$ cat config.mk
export PLATFORM = sky130hd
export DESIGN_NAME = axil_cmd_regs
export DESIGN_NICKNAME = d
export VERILOG_FILES = /design/src/bram_batch_pkg.sv /design/src/axil_cmd_regs.sv
export VERILOG_INCLUDE_DIRS = /design/src /design/src/include
export SDC_FILE = /design/constraint.sdc
export NUM_CORES = 1
export LEC_CHECK = 0
export ABC_AREA = 1
export ABC_CLOCK_PERIOD_IN_PS = 3950
export BUFFER_PORTS_ARGS = -buffer_cell sky130_fd_sc_hd__buf_2
export CAP_MARGIN = 10
export CELL_PAD_IN_SITES_DETAIL_PLACEMENT = 1
export CELL_PAD_IN_SITES_GLOBAL_PLACEMENT = 1
export CORE_UTILIZATION = 40
export DETAILED_ROUTE_END_ITERATION = 10
export HOLD_SLACK_MARGIN = 0.06
export PLACE_DENSITY_LB_ADDON = 0.3
export SYNTH_ARGS = -nofsm -noshare
export SYNTH_HDL_FRONTEND = slang
export SYNTH_SLANG_ARGS = --single-unit
$ cat constraint.sdc
create_clock -name aclk -period 3.95 [get_ports aclk]
set_clock_uncertainty 0.2 [all_clocks]
set_input_delay 0.395 -clock aclk [delete_from_list [all_inputs] [get_ports aclk]]
set_output_delay 0.395 -clock aclk [all_outputs]
set_load 0.005 [all_outputs]
$ cat src/include/bram_batch_cfg.svh
`ifndef BRAM_BATCH_CFG_SVH
`define BRAM_BATCH_CFG_SVH

// Bank geometry
`define BB_BANK_COUNT 4
`define BB_BANK_DEPTH 64

`define BB_DATA_WIDTH 32   // Stream word

// Control register byte offsets
`define BB_REG_CMD      8'h00
`define BB_REG_WR_BANKS 8'h04
`define BB_REG_WR_SPAN  8'h08
`define BB_REG_RD_BANKS 8'h0c
`define BB_REG_RD_SPAN  8'h10
`define BB_REG_STATUS   8'h14

`endif

$ cat src/bram_batch_pkg.sv
`include "bram_batch_cfg.svh"

package bram_batch_pkg;

    typedef enum logic [1:0] {
        OP_NONE   = 2'd0,
        OP_WRITE  = 2'd1,
        OP_READ   = 2'd2,
        OP_DUPLEX = 2'd3
    } batch_op_e;

    typedef enum logic [2:0] {
        S_IDLE,
        S_WR_SETUP,
        S_WR_RUN,
        S_RD_SETUP,
        S_RD_RUN,
        S_DX_SETUP,
        S_DX_RUN,
        S_DONE
    } seq_state_e;

    // Full batch command as launched
    typedef struct packed {
        batch_op_e   op;
        logic [7:0]  wr_first;
        logic [7:0]  wr_last;
        logic [15:0] wr_addr_start;
        logic [15:0] wr_addr_count;
        logic [7:0]  rd_first;
        logic [7:0]  rd_last;
        logic [15:0] rd_addr_start;
        logic [15:0] rd_addr_count;
    } batch_cmd_t;

    typedef struct packed {
        logic        start;        // Load address and count
        logic        enable;
        logic [15:0] start_addr;
        logic [15:0] count_limit;
    } span_ctl_t;

    typedef struct packed {
        logic [15:0] addr;
        logic        active;       // Words remain in this pass
        logic        done;
    } span_pos_t;

    typedef struct packed {
        logic                      valid;
        logic [`BB_DATA_WIDTH-1:0] data;
    } stream_beat_t;

    // ==============================
    // AXI4-Lite channels by direction
    // ==============================
    typedef struct packed {
        logic [7:0]  awaddr;
        logic        awvalid;
        logic [31:0] wdata;
        logic [3:0]  wstrb;
        logic        wvalid;
        logic        bready;
        logic [7:0]  araddr;
        logic        arvalid;
        logic        rready;
    } axil_req_t;

    typedef struct packed {
        logic        awready;
        logic        wready;
        logic        bvalid;
        logic [1:0]  bresp;
        logic        arready;
        logic        rvalid;
        logic [31:0] rdata;
        logic [1:0]  rresp;
    } axil_rsp_t;

endpackage

$ cat src/axil_cmd_regs.sv
`timescale 1ns/1ps
`include "bram_batch_cfg.svh"

module axil_cmd_regs (
    input  logic                       aclk,
    input  logic                       aresetn,
    input  bram_batch_pkg::axil_req_t  axil_req,
    output bram_batch_pkg::axil_rsp_t  axil_rsp,
    output logic                       launch,
    output bram_batch_pkg::batch_cmd_t cmd,
    input  logic                       batch_done,
    input  logic                       wr_done_set,
    input  logic                       rd_done_set
);
    import bram_batch_pkg::*;

    logic        aw_hs;
    logic        ar_hs;
    logic        bvalid_q;
    logic        rvalid_q;
    logic [31:0] rdata_q;
    logic [31:0] rd_mux;
    logic [15:0] wr_banks_q;
    logic [15:0] rd_banks_q;
    logic [31:0] wr_span_q;
    logic [31:0] rd_span_q;
    batch_op_e   op_q;
    batch_op_e   wr_op;
    logic        launch_q;
    logic        busy_q;
    logic        wr_done_q;
    logic        rd_done_q;

    function automatic logic [31:0] merge_strb(input logic [31:0] old_word,
                                               input logic [31:0] new_word,
                                               input logic [3:0]  strb);
        logic [31:0] res;
        res = old_word;
        for (int i = 0; i < 4; i++) begin
            if (strb[i])
                res[8*i +: 8] = new_word[8*i +: 8];
        end
        return res;
    endfunction

    // ==============================
    // Write channel
    // ==============================
    assign aw_hs = axil_req.awvalid && axil_req.wvalid && !bvalid_q;
    assign wr_op = batch_op_e'(axil_req.wstrb[0] ? axil_req.wdata[1:0] : 2'b00);

    always_ff @(posedge aclk) begin
        if (!aresetn) begin
            bvalid_q   <= 1'b0;
            wr_banks_q <= '0;
            rd_banks_q <= '0;
            wr_span_q  <= '0;
            rd_span_q  <= '0;
            op_q       <= OP_NONE;
            launch_q   <= 1'b0;
            busy_q     <= 1'b0;
            wr_done_q  <= 1'b0;
            rd_done_q  <= 1'b0;
        end else begin
            launch_q <= 1'b0;
            if (aw_hs)
                bvalid_q <= 1'b1;
            else if (axil_req.bready)
                bvalid_q <= 1'b0;

            if (batch_done) begin
                busy_q <= 1'b0;
                if (wr_done_set) wr_done_q <= 1'b1;
                if (rd_done_set) rd_done_q <= 1'b1;
            end

            if (aw_hs) begin
                case (axil_req.awaddr)
                    `BB_REG_CMD: begin
                        if (!busy_q && wr_op != OP_NONE) begin
                            op_q      <= wr_op;
                            launch_q  <= 1'b1;
                            busy_q    <= 1'b1;
                            wr_done_q <= 1'b0;
                            rd_done_q <= 1'b0;
                        end
                    end
                    `BB_REG_WR_BANKS: begin
                        if (axil_req.wstrb[0]) wr_banks_q[7:0]  <= axil_req.wdata[7:0];
                        if (axil_req.wstrb[1]) wr_banks_q[15:8] <= axil_req.wdata[15:8];
                    end
                    `BB_REG_RD_BANKS: begin
                        if (axil_req.wstrb[0]) rd_banks_q[7:0]  <= axil_req.wdata[7:0];
                        if (axil_req.wstrb[1]) rd_banks_q[15:8] <= axil_req.wdata[15:8];
                    end
                    `BB_REG_WR_SPAN:
                        wr_span_q <= merge_strb(wr_span_q, axil_req.wdata, axil_req.wstrb);
                    `BB_REG_RD_SPAN:
                        rd_span_q <= merge_strb(rd_span_q, axil_req.wdata, axil_req.wstrb);
                    default: ;   // STATUS is read-only
                endcase
            end
        end
    end

    // ==============================
    // Read channel
    // ==============================
    assign ar_hs = axil_req.arvalid && !rvalid_q;

    always_comb begin
        case (axil_req.araddr)
            `BB_REG_CMD:      rd_mux = {30'd0, op_q};
            `BB_REG_WR_BANKS: rd_mux = {16'd0, wr_banks_q};
            `BB_REG_WR_SPAN:  rd_mux = wr_span_q;
            `BB_REG_RD_BANKS: rd_mux = {16'd0, rd_banks_q};
            `BB_REG_RD_SPAN:  rd_mux = rd_span_q;
            `BB_REG_STATUS:   rd_mux = {29'd0, rd_done_q, wr_done_q, busy_q};
            default:          rd_mux = '0;
        endcase
    end

    always_ff @(posedge aclk) begin
        if (!aresetn)
            rvalid_q <= 1'b0;
        else if (ar_hs)
            rvalid_q <= 1'b1;
        else if (axil_req.rready)
            rvalid_q <= 1'b0;
    end

    always_ff @(posedge aclk) begin
        if (ar_hs)
            rdata_q <= rd_mux;
    end

    assign axil_rsp.awready = aw_hs;
    assign axil_rsp.wready  = aw_hs;
    assign axil_rsp.bvalid  = bvalid_q;
    assign axil_rsp.bresp   = 2'b00;
    assign axil_rsp.arready = !rvalid_q;
    assign axil_rsp.rvalid  = rvalid_q;
    assign axil_rsp.rdata   = rdata_q;
    assign axil_rsp.rresp   = 2'b00;

    assign launch            = launch_q;
    assign cmd.op            = op_q;
    assign cmd.wr_first      = wr_banks_q[7:0];
    assign cmd.wr_last       = wr_banks_q[15:8];
    assign cmd.wr_addr_start = wr_span_q[15:0];
    assign cmd.wr_addr_count = wr_span_q[31:16];
    assign cmd.rd_first      = rd_banks_q[7:0];
    assign cmd.rd_last       = rd_banks_q[15:8];
    assign cmd.rd_addr_start = rd_span_q[15:0];
    assign cmd.rd_addr_count = rd_span_q[31:16];

endmodule

# After elaboration in Yosys (flattened, before gate mapping)
# Index checks and enable logic that the tools add are counted.
[word_totals]
ff_bits = 136
inputBits = 62
out_inout_bits = 140
elab_cells = 76
[op_classes]
n_eq_ne = 9
n_mux = 21
n_reduce_logical = 26
[ops]
columns = ["operator", "n"]
rows = [
  ["case mux 32 bit (6 select lines)", 1],
  ["AND reduction 3 bit", 14],
  ["equality test 8 x 4 -> 1 bit, second input constant", 4],
  ["equality test 8 x 5 -> 1 bit, second input constant", 3],
  ["2-to-1 mux 1 bit", 19],
  ["equality test 8 x 3 -> 1 bit, second input constant", 2],
  ["logical NOT 8 bit", 2],
  ["nonzero test 2 bit", 3],
  ["logical AND 1 bit", 4],
  ["logical NOT 1 bit", 3],
  ["2-to-1 mux 2 bit", 1],
]

# Longest topological paths before layout
# Gate-level depths: netlist (run 1).
[depth]
ltp_word = 6
ltp_mapped = 8
depth_no_buf = 7

# Worst setup path after synthesis (run 1)
# OpenSTA, ideal clock, no wires.
[synth_timing]
kind = "input -> register"
start = "in axil_req[1] in the netlist's numbering"
end = "reg rdata_q[0] (enable)"
setup_ns = 0.387
t_arrival_ns = 1.086
required_time_ns = 3.363
slack_ns = 2.277
path_stages = 2
n_path_buf = 0
cell_sequence = "nand2_1 > inv_1"
[synth_between]
elab_chain_len = 1
[synth_lines]
columns = ["item", "line", "rtl"]
rows = [
  ["from (decl)", "axil_cmd_regs.sv:7", "input bram_batch_pkg::axil_req_t axil_req,"],
  ["logical AND 1 bit", "axil_cmd_regs.sv:109", "assign ar_hs = axil_req.arvalid && !rvalid_q;"],
  ["via ar_hs", "axil_cmd_regs.sv:18", "logic ar_hs;"],
  ["to (signal assigned)", "axil_cmd_regs.sv:134", "rdata_q <= rd_mux;"],
  ["to (decl)", "axil_cmd_regs.sv:21", "logic [31:0] rdata_q;"],
]
# The timed path passes the listed nets, and every way through them passes these cells.
# A chain may end at the register's enable or synchronous reset.

# Worst setup path in the final report (run 1)
[layout_timing]
start = "reg bvalid_q"
end = "reg rd_banks_q[7]"
[layout_between]
elab_chain_len = 3
[layout_lines]
columns = ["item", "line", "rtl"]
rows = [
  ["from (decl)", "axil_cmd_regs.sv:19", "logic bvalid_q;"],
  ["from (signal assigned)", "axil_cmd_regs.sv:54", "bvalid_q <= 1'b0;"],
  ["from (signal assigned)", "axil_cmd_regs.sv:67", "bvalid_q <= 1'b1;"],
  ["from (signal assigned)", "axil_cmd_regs.sv:69", "bvalid_q <= 1'b0;"],
  ["logical NOT 1 bit", "axil_cmd_regs.sv:49", "assign aw_hs = axil_req.awvalid && axil_req.wvalid && !bvalid_q;"],
  ["logical AND 1 bit", "axil_cmd_regs.sv:49", ""],
  ["AND reduction 3 bit (no line)", "n/a", ""],
  ["to (signal assigned)", "axil_cmd_regs.sv:93", "if (axil_req.wstrb[0]) rd_banks_q[7:0] <= axil_req.wdata[7:0];"],
  ["to (decl)", "axil_cmd_regs.sv:24", "logic [15:0] rd_banks_q;"],
]
# No other way between the ends.

==> reports/qor.csv, run 1 <==
stage;metric;value;unit
status;result of the run;completed;
clock_tree;CTS clk-pin slew, worst paths;0.06;ns
setup_path;classification of the worst setup path;register to register;
setup_path;worst-path cell with the longest stage delay;sky130_fd_sc_hd__nor2_8;
timing;measured slew at the worst slew-check pin;1.09;ns
die;height of the chip;130;um
place;placed inst area;7390;um2
setup_path;critical path endpoint category;register;
setup_path;setup slack of the most critical reg-to-reg path;1.91;ns
setup_path;largest stage delay on the critical path;0.70;ns
cells_and_area;relative area change from synthesis to final layout;22.9;%
timing;Final min period;2.04;ns
place;cell count after placement;1206;
cells_and_area;finished layout cell area;8090;um2
timing;worst path setup slack after routing;1.91;ns
clock_tree;Hold-fix buffers, CTS;4;
cells_and_area;non-filler cells, final;1242;
clock_tree;Clock Sinks;136;
grt;GRT Residual Overflow;0;
die;core footprint;16000;um2
drt;average wire per standard cell;16.7;um
die;floorplan die area;17000;um2
grt;vias in the first global route;6120;
setup_path;highest fanout seen on the critical path;64;
synthesis;asr flop ratio synth;0;%
synthesis;Post-synth EDFFs;32;
drt;detailed-router iteration count before antenna repair;5;
timing;hold violation total from the final report;0;
pwr;IR Drop Worst-Case VDD;0.000305;V
synthesis;gate count after technology mapping;861;
timing;setup violators final;0;
die;starting utilization of the core area;41.1;%
die;Horiz. Die Dim;130;um
setup_path;WP data required;4.06;ns
pwr;total power per unit cell area;425;nW/um2
setup_path;R2R cell count;5;
setup_path;reg2reg start;bvalid_q;
clock_tree;clk_lat worst skew;0.42;ns
synthesis;count of synthesis-stage warnings from yosys;0;
synthesis;mean cell area of the mapped netlist;7.64;um2
grt;number of antenna violations at the first check in global routing;0;
clock_tree;CTS tree;built;
setup_path;critical path arrival;2.16;ns
drt;Avg Vias per Cell;5.17;
die;row cnt;46;
timing;final sum of negative setup slack;0;ns
synthesis;number of different library cells in the post-synthesis netlist;24;
clock_tree;CTS buffer count;17;
pwr;Lkg Pwr;3.85;nW
setup_path;startpoint class of the critical path;register;
grt;wire length of the first global-routing pass;32300;um
clock_tree;Root Driver;sky130_fd_sc_hd__clkbuf_16;
setup_path;Critical path origin;bvalid_q;
worst_hold_path;kind of path behind the tightest hold check;input pin to register;
timing;maximum clock rate;489;MHz
drt;number of DRC markers after the initial detailed-route iteration;375;
place;HPWL after detailed placement;12700;um
cells_and_area;number of diodes;0;
clock_tree;number of gates resized after cts;0;
place;Placer Congestion;0.774;
drt;Residual DRC;0;
grt;all-layer global routing usage;24.8;%
setup_path;reg-to-reg critical path endpoint;rd_banks_q[7];
cells_and_area;share of layout cells above drive strength 1;25.0;%
timing;setup repair after global routing missed its margin;no;
grt;pin count of the biggest net entering global routing;68;
cells_and_area;Layout Nets;1075;
place;count of port buffers added during placement;197;
drt;Routed WL;20800;um
flow_run;reported max-cap violation count;0;
clock_tree;H-Tree Depth;4;
cells_and_area;final core area utilization;50.5;%
synthesis;Mapped Area;6580;um2
timing;Final period util;51.8;%
synthesis;portion of the post-synthesis area used by sequential elements;46.2;%
place;worst setup slack before clock tree synthesis;1.55;ns
synthesis;number of flip-flops and latches in the synthesized netlist;136;
synthesis;leading register cell type out of synthesis;sky130_fd_sc_hd__dfxtp_1;
timing;max-slew violations;0;
drt;Detail Route Antenna Nets;0;
clock_tree;post-CTS setup repair buffer count;0;
setup_path;worst setup path endpoint;rd_banks_q[7];
drt;total vias in the final route;6418;
die;I/O pin count;202;
timing;Relative slew margins;27.0;%
setup_path;cell chain of the critical path;nand3b_4, nor2_8, nand3_1, nand2_1, nor2_1;
clock_tree;Clock Tree Buf Depth;2;
==> power by group <==
| part | switching [W] | internal (W) |
|---|---|---|
| registers | 0.00000672 | 0.00144 |
| logic | 0.000152 | 0.0000665 |
| clock network | 0.000618 | 0.00115 |
==> metal layers <==
| metal | wire length, um | track usage, % |
|---|---|---|
| met5 | 0 | 0 |
| met4 | 280 | 8.34 |
| met3 | 1230 | 5.41 |
| met2 | 10200 | 42.9 |
| met1 | 9010 | 30.5 |
==> placed cells by master, fill, tap and decap left out, drive strengths merged <==
| master | instances |
|---|---|
| nand3 | 200 |
| buf | 199 |
| nand2 | 145 |
| nor2 | 132 |
| dfxtp | 104 |
| a21oi | 100 |
| inv | 57 |
| edfxtp | 32 |
| clkbuf | 20 |
| nand4 | 15 |
| bufinv | 5 |
| conb | 4 |
| dlygate4sd3 | 4 |
| clkinv | 4 |
| clkinvlp | 2 |
| nand3b | 1 |
| or2 | 1 |
| o21a | 1 |
==> synth_stat cells (4+ instances only) <==
cell type / count / area share [%]
sky130_fd_sc_hd__nand3_1: 198 / 15
sky130_fd_sc_hd__nand2_1: 142 / 8.1
sky130_fd_sc_hd__nor2_1: 117 / 6.7
sky130_fd_sc_hd__dfxtp_1: 104 / 32
sky130_fd_sc_hd__a21oi_1: 97 / 7.4
sky130_fd_sc_hd__inv_1: 56 / 3.2
sky130_fd_sc_hd__buf_4: 33 / 3.8
sky130_fd_sc_hd__edfxtp_1: 32 / 15
sky130_fd_sc_hd__nand4_1: 15 / 1.4
sky130_fd_sc_hd__buf_2: 12 / 0.91
sky130_fd_sc_hd__buf_6: 12 / 2.1
sky130_fd_sc_hd__buf_1: 9 / 0.51
sky130_fd_sc_hd__clkbuf_1: 7 / 0.40
sky130_fd_sc_hd__nor2_2: 6 / 0.57
sky130_fd_sc_hd__nor2_4: 5 / 0.86
sky130_fd_sc_hd__nor2_8: 4 / 1.2
==> per-stage QoR <==
stage | total power (W) | hold WS [ns]
detailed placement | 0.00170 | 0.277
global placement | 0.00169 | 0.266
CTS | 0.00346 | 0.0647
finish | 0.00344 | 0.0794
floorplan | 0.00162 | 0.252
global route | 0.00354 | 0.0739
==> worst max-delay path, delay by kind of cell, from the launching register on <==
kind	cells	cell delay [ns]
flip-flops	1	0.34
AND/OR/NAND/NOR	5	1.36
==> logic make-up after synthesis <==
kind of cell           count (synthesis)  share of synthesized area (%)
DFF                                  136                           46.2
other                                  1                         0.0570
buffers and inverters                129                           10.8
and+or+nand+nor                      494                           35.0
AOI/OAI and AO/OA                    101                           7.89
==> flip-flops by register name (all words and copies together) (netlist names) <==
signal	flops
rdata_q	32
launch	1
busy_q	1
rd_banks_q	16
rvalid_q	1
bvalid_q	1
rd_span_q	32
wr_span_q	32
rd_done_q	1
op_q	2
wr_done_q	1
wr_banks_q	16
==> worst min path at each step <==
stage | from | to | slack, ns | cells after the start
after floorplan | rd_done_q | rd_done_q | 0.25 | 2
after global placement | wr_done_q | wr_done_q | 0.27 | 2
after detailed placement | wr_done_q | wr_done_q | 0.28 | 2
after CTS | batch_done | rd_done_q | 0.06 | 3
after global routing | batch_done | rd_done_q | 0.07 | 3
final | batch_done | rd_done_q | 0.08 | 3
==> layout make-up <==
type,count,area [um2]
sequential,136,3040
clock buffer,20,457
timing repair buffer,203,1040
tap,216,270
fill,2093,7920
inverter,56,210
clock inverter,12,196
multi-input combinational,599,2870
(Power assumes the default switching activity.)
==> run 2: changes to the inputs <==
ABC_CLOCK_PERIOD_IN_PS = 2100   (was 3950)
CORE_UTILIZATION = 37   (was 40)
clock period = 2.1 ns   (was 3.95 ns; I/O delays follow)
==> reports/qor.csv, run 2 (same netlist as run 1, synthesis figures left out) <==
stage;metric;value;unit;change
status;result of the run;completed;;unchanged
timing;final sum of negative setup slack;0;ns;unchanged
place;Placer Congestion;0.767;;was 0.774
timing;max-slew violations;0;;unchanged
grt;pin count of the biggest net entering global routing;72;;was 68
drt;number of DRC markers after the initial detailed-route iteration;347;;was 375
die;floorplan die area;18300;um2;was 17000 um2
drt;Detail Route Antenna Nets;0;;unchanged
setup_path;cell chain of the critical path;dlygate4sd3_1, buf_2, a21oi_1, dlygate4sd3_1, nor2_1, dlygate4sd3_1;;was nand3b_4, nor2_8, nand3_1, nand2_1, nor2_1
setup_path;most frequent CP cell;sky130_fd_sc_hd__dlygate4sd3_1;;
grt;wire length of the first global-routing pass;33900;um;was 32300 um
place;HPWL after detailed placement;13500;um;was 12700 um
grt;GRT Residual Overflow;0;;unchanged
cells_and_area;final core area utilization;50.0;%;was 50.5%
clock_tree;CTS clk-pin slew, worst paths;0.06;ns;about the same
setup_path;CP Buf/Inv Count;4;;was 0
clock_tree;H-Tree Depth;4;;unchanged
worst_hold_path;kind of path behind the tightest hold check;input pin to register;;unchanged
drt;Avg Vias per Cell;5.08;;was 5.17
place;placed inst area;7660;um2;was 7390 um2
timing;Post-Route Hold Slack;0.126;ns;was 0.0794 ns
setup_path;classification of the worst setup path;input pin to register;;was register to register
cells_and_area;Filler Cells Inserted;2201;;was 2093
cells_and_area;number of diodes;0;;unchanged
clock_tree;Clock Tree Buf Depth;2;;unchanged
clock_tree;CTS buffer count;17;;unchanged
drt;top layer reached by signal wires;met4;;unchanged
die;core footprint;17400;um2;was 16000 um2
clock_tree;clk_lat worst skew;0.42;ns;about the same
grt;vias in the first global route;6455;;was 6120
pwr;IR Drop Worst-Case VDD;0.000558;V;was 0.000305 V
drt;WL met1;9600;um;was 9010 um
cells_and_area;finished layout cell area;8680;um2;was 8090 um2
clock_tree;number of gates resized after cts;0;;unchanged
cells_and_area;relative area change from synthesis to final layout;31.9;%;was 22.9%
clock_tree;Clock Sinks;136;;unchanged
die;height of the chip;135;um;was 130 um
die;I/O pin count;202;;unchanged
timing;Final min period;2.07;ns;
grt;all-layer global routing usage;23.9;%;was 24.8%
setup_path;startpoint class of the critical path;input pin;;was register
drt;total vias in the final route;6646;;was 6418
place;count of port buffers added during placement;197;;unchanged
timing;Final period util;98.5;%;
setup_path;highest fanout seen on the critical path;3;;was 64
timing;worst path setup slack after routing;0.0307;ns;was 1.91 ns
pwr;Lkg Pwr;4.10;nW;was 3.85 nW
setup_path;largest stage delay on the critical path;0.57;ns;was 0.70 ns
cells_and_area;most common cell after layout, fill and taps aside;sky130_fd_sc_hd__nand3_1;;unchanged
drt;routed wire length on met2;10700;um;was 10200 um
clock_tree;CTS tree;built;;unchanged
timing;hold violation total from the final report;0;;unchanged
drt;average wire per standard cell;16.6;um;was 16.7 um
die;row cnt;48;;was 46
die;starting utilization of the core area;37.9;%;was 41.1%
cells_and_area;Layout Nets;1133;;was 1075
drt;Routed WL;21700;um;was 20800 um
setup_path;critical path endpoint category;register;;unchanged
clock_tree;Root Driver;sky130_fd_sc_hd__clkbuf_16;;unchanged
die;Horiz. Die Dim;135;um;was 130 um
drt;Residual DRC;0;;unchanged
drt;routed length on met3;1050;um;was 1230 um
timing;setup repair after global routing missed its margin;no;;unchanged
cells_and_area;share of layout cells above drive strength 1;25.0;%;about the same
timing;maximum clock rate;483;MHz;
grt;number of antenna violations at the first check in global routing;0;;unchanged
cells_and_area;top flop regs;rd_span_q: 32 flops, rdata_q: 32 flops, wr_span_q: 32 flops;;unchanged
pwr;total power per unit cell area;708;nW/um2;was 425 nW/um2
flow_run;reported max-cap violation count;0;;unchanged
timing;setup violators final;0;;unchanged
place;worst setup slack before clock tree synthesis;0.402;ns;was 1.55 ns
drt;detailed-router iteration count before antenna repair;4;;was 5
setup_path;WP data required;2.20;ns;was 4.06 ns
setup_path;cell family with the largest share of critical-path delay;buffers and inverters;;was simple AND/OR/NAND/NOR gates
setup_path;worst-path cell with the longest stage delay;sky130_fd_sc_hd__dlygate4sd3_1;;was sky130_fd_sc_hd__nor2_8
cells_and_area;top library cells by usage in the layout, fill and taps aside;sky130_fd_sc_hd__nand3_1, sky130_fd_sc_hd__buf_2, sky130_fd_sc_hd__nand2_1, sky130_fd_sc_hd__nor2_1, sky130_fd_sc_hd__dfxtp_1;;unchanged
setup_path;critical path arrival;2.17;ns;was 2.16 ns
-- run 2: cell types whose count changed in the layout (fill, tap and decap cells not counted) --
cell / change
sky130_fd_sc_hd__dlygate4sd3_1: +41
sky130_fd_sc_hd__buf_12: +10
sky130_fd_sc_hd__buf_4: +7
sky130_fd_sc_hd__bufinv_16: -3
sky130_fd_sc_hd__clkinv_1: +3
sky130_fd_sc_hd__clkbuf_8: -1
sky130_fd_sc_hd__clkinv_2: -1
sky130_fd_sc_hd__clkinv_4: +1
sky130_fd_sc_hd__clkinvlp_4: +1
-- run 2: repair_timing --
action / in CTS / in global routing
endpoints found under the setup margin: 0 / 0
setup buffers: 0 / 0
hold buffers: 45 / 0
hold endpoints to repair: 103 / 0
-- run 2: tightest hold or removal path, delay by kind of cell --
kind,cells,cell delay [ns]
AND/OR/NAND/NOR,5,0.38
buffers and inverters,1,0.10
-- run 2: stage by stage --
stage	cells	total power (W)
after floorplan	864	0.00305
after global placement	1232	0.00321
after detailed placement	1232	0.00322
after CTS	1309	0.00621
after global routing	1309	0.00635
final	1309	0.00615
-- run 2: final timing paths --
kind | startpoint | end | slack (ns) | depth (start not counted)
min reg2reg | op_q[0] | op_q[0] | 0.30 | 2
max | batch_done | rd_done_q | 0.03 | 6
max reg2reg | rd_done_q | rd_done_q | 0.18 | 4
min | axil_req[55] | op_q[0] | 0.13 | 6
-- run 2: area by class of cell --
| class | count | area (um2) | share of cell area, % |
|---|---|---|---|
| sequential | 136 | 3040 | 35.1 |
| multi-input combinational | 599 | 2870 | 33.0 |
| timing repair buffer | 261 | 1710 | 19.7 |
| clock buffer | 19 | 443 | 5.10 |
| tap | 225 | 282 | 3.24 |
| inverter | 56 | 210 | 2.42 |
| clock inverter | 13 | 129 | 1.49 |
-- run 2: per-layer routing --
| layer | global-route usage, % | vias up |
|---|---|---|
| li1 | - | 3273 |
| met4 | 7.87 | 0 |
| met5 | 0 | - |
| met3 | 4.45 | 28 |
| met1 | 29.9 | 3155 |
| met2 | 41.2 | 190 |
-- run 2: power breakdown --
part           total, W  switching [W]  internal (W)
clock network   0.00292        0.00115       0.00177
registers       0.00273      0.0000122       0.00271
logic          0.000504       0.000304      0.000200
==> run 3: changes to the inputs <==
GPL_TIMING_DRIVEN = 0   (was not set)
==> reports/qor.csv, run 3 (same netlist as run 1, synthesis figures left out) <==
stage;metric;value;unit;change
status;result of the run;completed;;unchanged
drt;Residual DRC;0;;unchanged
setup_path;reg2reg start;bvalid_q;;was rd_done_q
setup_path;highest fanout seen on the critical path;6;;was 3
grt;routing layer with the top usage in global route;met2;;unchanged
cells_and_area;relative area change from synthesis to final layout;35.3;%;was 31.9%
cells_and_area;top flop regs;rd_span_q: 32 flops, rdata_q: 32 flops, wr_span_q: 32 flops;;unchanged
drt;Detail Route Antenna Nets;0;;unchanged
setup_path;critical path arrival;2.08;ns;was 2.17 ns
grt;number of antenna violations at the first check in global routing;0;;unchanged
grt;met3 capacity usage during global routing;6.43;%;was 4.45%
cells_and_area;share of layout cells above drive strength 1;27.1;%;was 25.0%
cells_and_area;top library cells by usage in the layout, fill and taps aside;sky130_fd_sc_hd__buf_2, sky130_fd_sc_hd__nand3_1, sky130_fd_sc_hd__nand2_1, sky130_fd_sc_hd__nor2_1, sky130_fd_sc_hd__dfxtp_1;;was sky130_fd_sc_hd__nand3_1, sky130_fd_sc_hd__buf_2, sky130_fd_sc_hd__nand2_1, sky130_fd_sc_hd__nor2_1, sky130_fd_sc_hd__dfxtp_1
die;height of the chip;135;um;unchanged
die;I/O pin count;202;;unchanged
die;row cnt;48;;unchanged
clock_tree;post-CTS setup repair buffer count;0;;unchanged
drt;total vias in the final route;7250;;was 6646
clock_tree;CTS buffer count;17;;unchanged
worst_hold_path;beginning of the worst hold path;axil_req[55];;unchanged
setup_path;WP data required;2.22;ns;was 2.20 ns
timing;measured slew at the worst slew-check pin;0.876;ns;
timing;hold violation total from the final report;0;;unchanged
cells_and_area;non-filler cells, final;1364;;was 1309
grt;pin count of the biggest net entering global routing;34;;was 72
grt;met2 Resource Use GR;49.8;%;was 41.2%
clock_tree;CTS clk-pin slew, worst paths;0.06;ns;about the same
clock_tree;Clock Tree Buf Depth;2;;unchanged
clock_tree;clk_lat worst skew;0.43;ns;was 0.42 ns
die;core footprint;17400;um2;unchanged
cells_and_area;Filler Cells Inserted;2234;;was 2201
worst_hold_path;kind of path behind the tightest hold check;input pin to register;;unchanged
grt;GRT Residual Overflow;0;;unchanged
clock_tree;CTS tree;built;;unchanged
setup_path;classification of the worst setup path;register to register;;was input pin to register
grt;vias in the first global route;7283;;was 6455
place;count of port buffers added during placement;197;;unchanged
setup_path;worst-path cell with the longest stage delay;sky130_fd_sc_hd__dlygate4sd3_1;;unchanged
clock_tree;number of gates resized after cts;0;;unchanged
timing;final sum of negative setup slack;0;ns;unchanged
setup_path;cell chain of the critical path;nand3b_4, nor2_4, nand3_1, dlygate4sd3_1, nand2_1, nor2_1;;was dlygate4sd3_1, buf_2, a21oi_1, dlygate4sd3_1, nor2_1, dlygate4sd3_1
cells_and_area;number of diodes;0;;unchanged
setup_path;largest stage delay on the critical path;0.56;ns;was 0.57 ns
clock_tree;H-Tree Depth;4;;unchanged
pwr;Lkg Pwr;4.32;nW;was 4.10 nW
setup_path;startpoint class of the critical path;register;;was input pin
place;Placer Congestion;0.861;;was 0.767
clock_tree;Root Driver;sky130_fd_sc_hd__clkbuf_16;;unchanged
die;floorplan die area;18300;um2;unchanged
drt;Routed WL;26400;um;was 21700 um
grt;all-layer global routing usage;29.3;%;was 23.9%
grt;met1 Track Usage GR;35.9;%;was 29.9%
drt;average wire per standard cell;19.4;um;was 16.6 um
timing;Final min period;1.95;ns;was 2.07 ns
pwr;IR Drop Worst-Case VDD;0.000587;V;was 0.000558 V
timing;max-slew violations;0;;unchanged
timing;Final period util;92.9;%;was 98.5%
die;starting utilization of the core area;37.9;%;unchanged
place;cell count after placement;1286;;was 1232
flow_run;reported max-cap violation count;0;;unchanged
pwr;total power per unit cell area;711;nW/um2;was 708 nW/um2
place;HPWL after detailed placement;18200;um;was 13500 um
drt;detailed-router iteration count before antenna repair;7;;was 4
cells_and_area;Layout Nets;1188;;was 1133
clock_tree;Hold-fix buffers, CTS;46;;was 45
drt;number of DRC markers after the initial detailed-route iteration;504;;was 347
cells_and_area;most common cell after layout, fill and taps aside;sky130_fd_sc_hd__buf_2;;was sky130_fd_sc_hd__nand3_1
grt;wire length of the first global-routing pass;40000;um;was 33900 um
timing;setup repair after global routing missed its margin;no;;unchanged
timing;Relative slew margins;41.5;%;
die;Horiz. Die Dim;135;um;unchanged
drt;Avg Vias per Cell;5.32;;was 5.08
clock_tree;Clock Sinks;136;;unchanged
timing;maximum clock rate;512;MHz;was 483 MHz
timing;setup violators final;0;;unchanged
setup_path;critical path endpoint category;register;;unchanged
setup_path;Critical path origin;bvalid_q;;was batch_done
==> run 3: cell count changes in the layout (fill, tap and decap cells not counted), moves of 7 or more <==
cell                       previous run  this run
sky130_fd_sc_hd__buf_6                0        12
sky130_fd_sc_hd__buf_4               10        33
sky130_fd_sc_hd__buf_1                0         9
sky130_fd_sc_hd__buf_2              196       209
sky130_fd_sc_hd__buf_12              10         0
sky130_fd_sc_hd__clkbuf_1             1         8
==> run 3: worst max-delay path: cells and delay by family, from the launching register on <==
| kind | cells | cell delay, ns |
|---|---|---|
| simple gates | 5 | 0.74 |
| buf+inv | 1 | 0.56 |
| flops | 1 | 0.34 |
==> run 3: final timing paths <==
kind                   endpoint  slack [ns]  cells past startpoint
setup / recovery  wr_span_q[24]        0.15                      6
hold / removal          op_q[0]        0.09                      6
setup reg to reg  wr_span_q[24]        0.15                      6
hold reg to reg         op_q[1]        0.29                      2
==> run 3: final cells by class <==
| class | instances | area (um2) | share of cell area, % |
|---|---|---|---|
| Inverter | 56 | 210 | 2.36 |
| Clock inverter | 14 | 155 | 1.74 |
| Timing Repair Buffer | 243 | 1450 | 16.2 |
| Multi-Input combinational cell | 599 | 2840 | 31.8 |
| Sequential cell | 136 | 3040 | 34.2 |
| Clock buffer | 18 | 429 | 4.82 |
| Tap cell | 225 | 282 | 3.16 |
| Buffer | 73 | 503 | 5.65 |
==> run 3: where the power goes <==
| group | internal (W) | total [W] | switching (W) |
|---|---|---|---|
| combinational | 0.000215 | 0.000553 | 0.000338 |
| sequential | 0.00271 | 0.00273 | 0.0000123 |
| clock | 0.00185 | 0.00305 | 0.00120 |
| total | 0.00478 | 0.00633 | 0.00155 |
==> run 3: routing by layer <==
metal / part of all wire [%] / vias to the layer above
met5: 0 / -
met4: 3.3 / 0
met3: 7.3 / 68
met2: 49 / 300
met1: 41 / 3498
li1: - / 3384
==> run 3: through the flow <==
stage / util, % / setup WS, ns / power [W] / hold WS [ns] / instance area, um2
2_1_floorplan: - / 0.434 / 0.00305 / 0.162 / 6590
3_3_place_gp: 45.3 / -0.0486 / 0.00325 / 0.263 / 7860
3_5_place_dp: 45.3 / 0.211 / 0.00326 / 0.263 / 7860
4_1_cts: 51.3 / 0.147 / 0.00633 / 0.0696 / 8900
5_1_grt: 51.3 / 0.0515 / 0.00648 / 0.119 / 8900
6_report: 51.3 / 0.148 / 0.00633 / 0.0881 / 8900
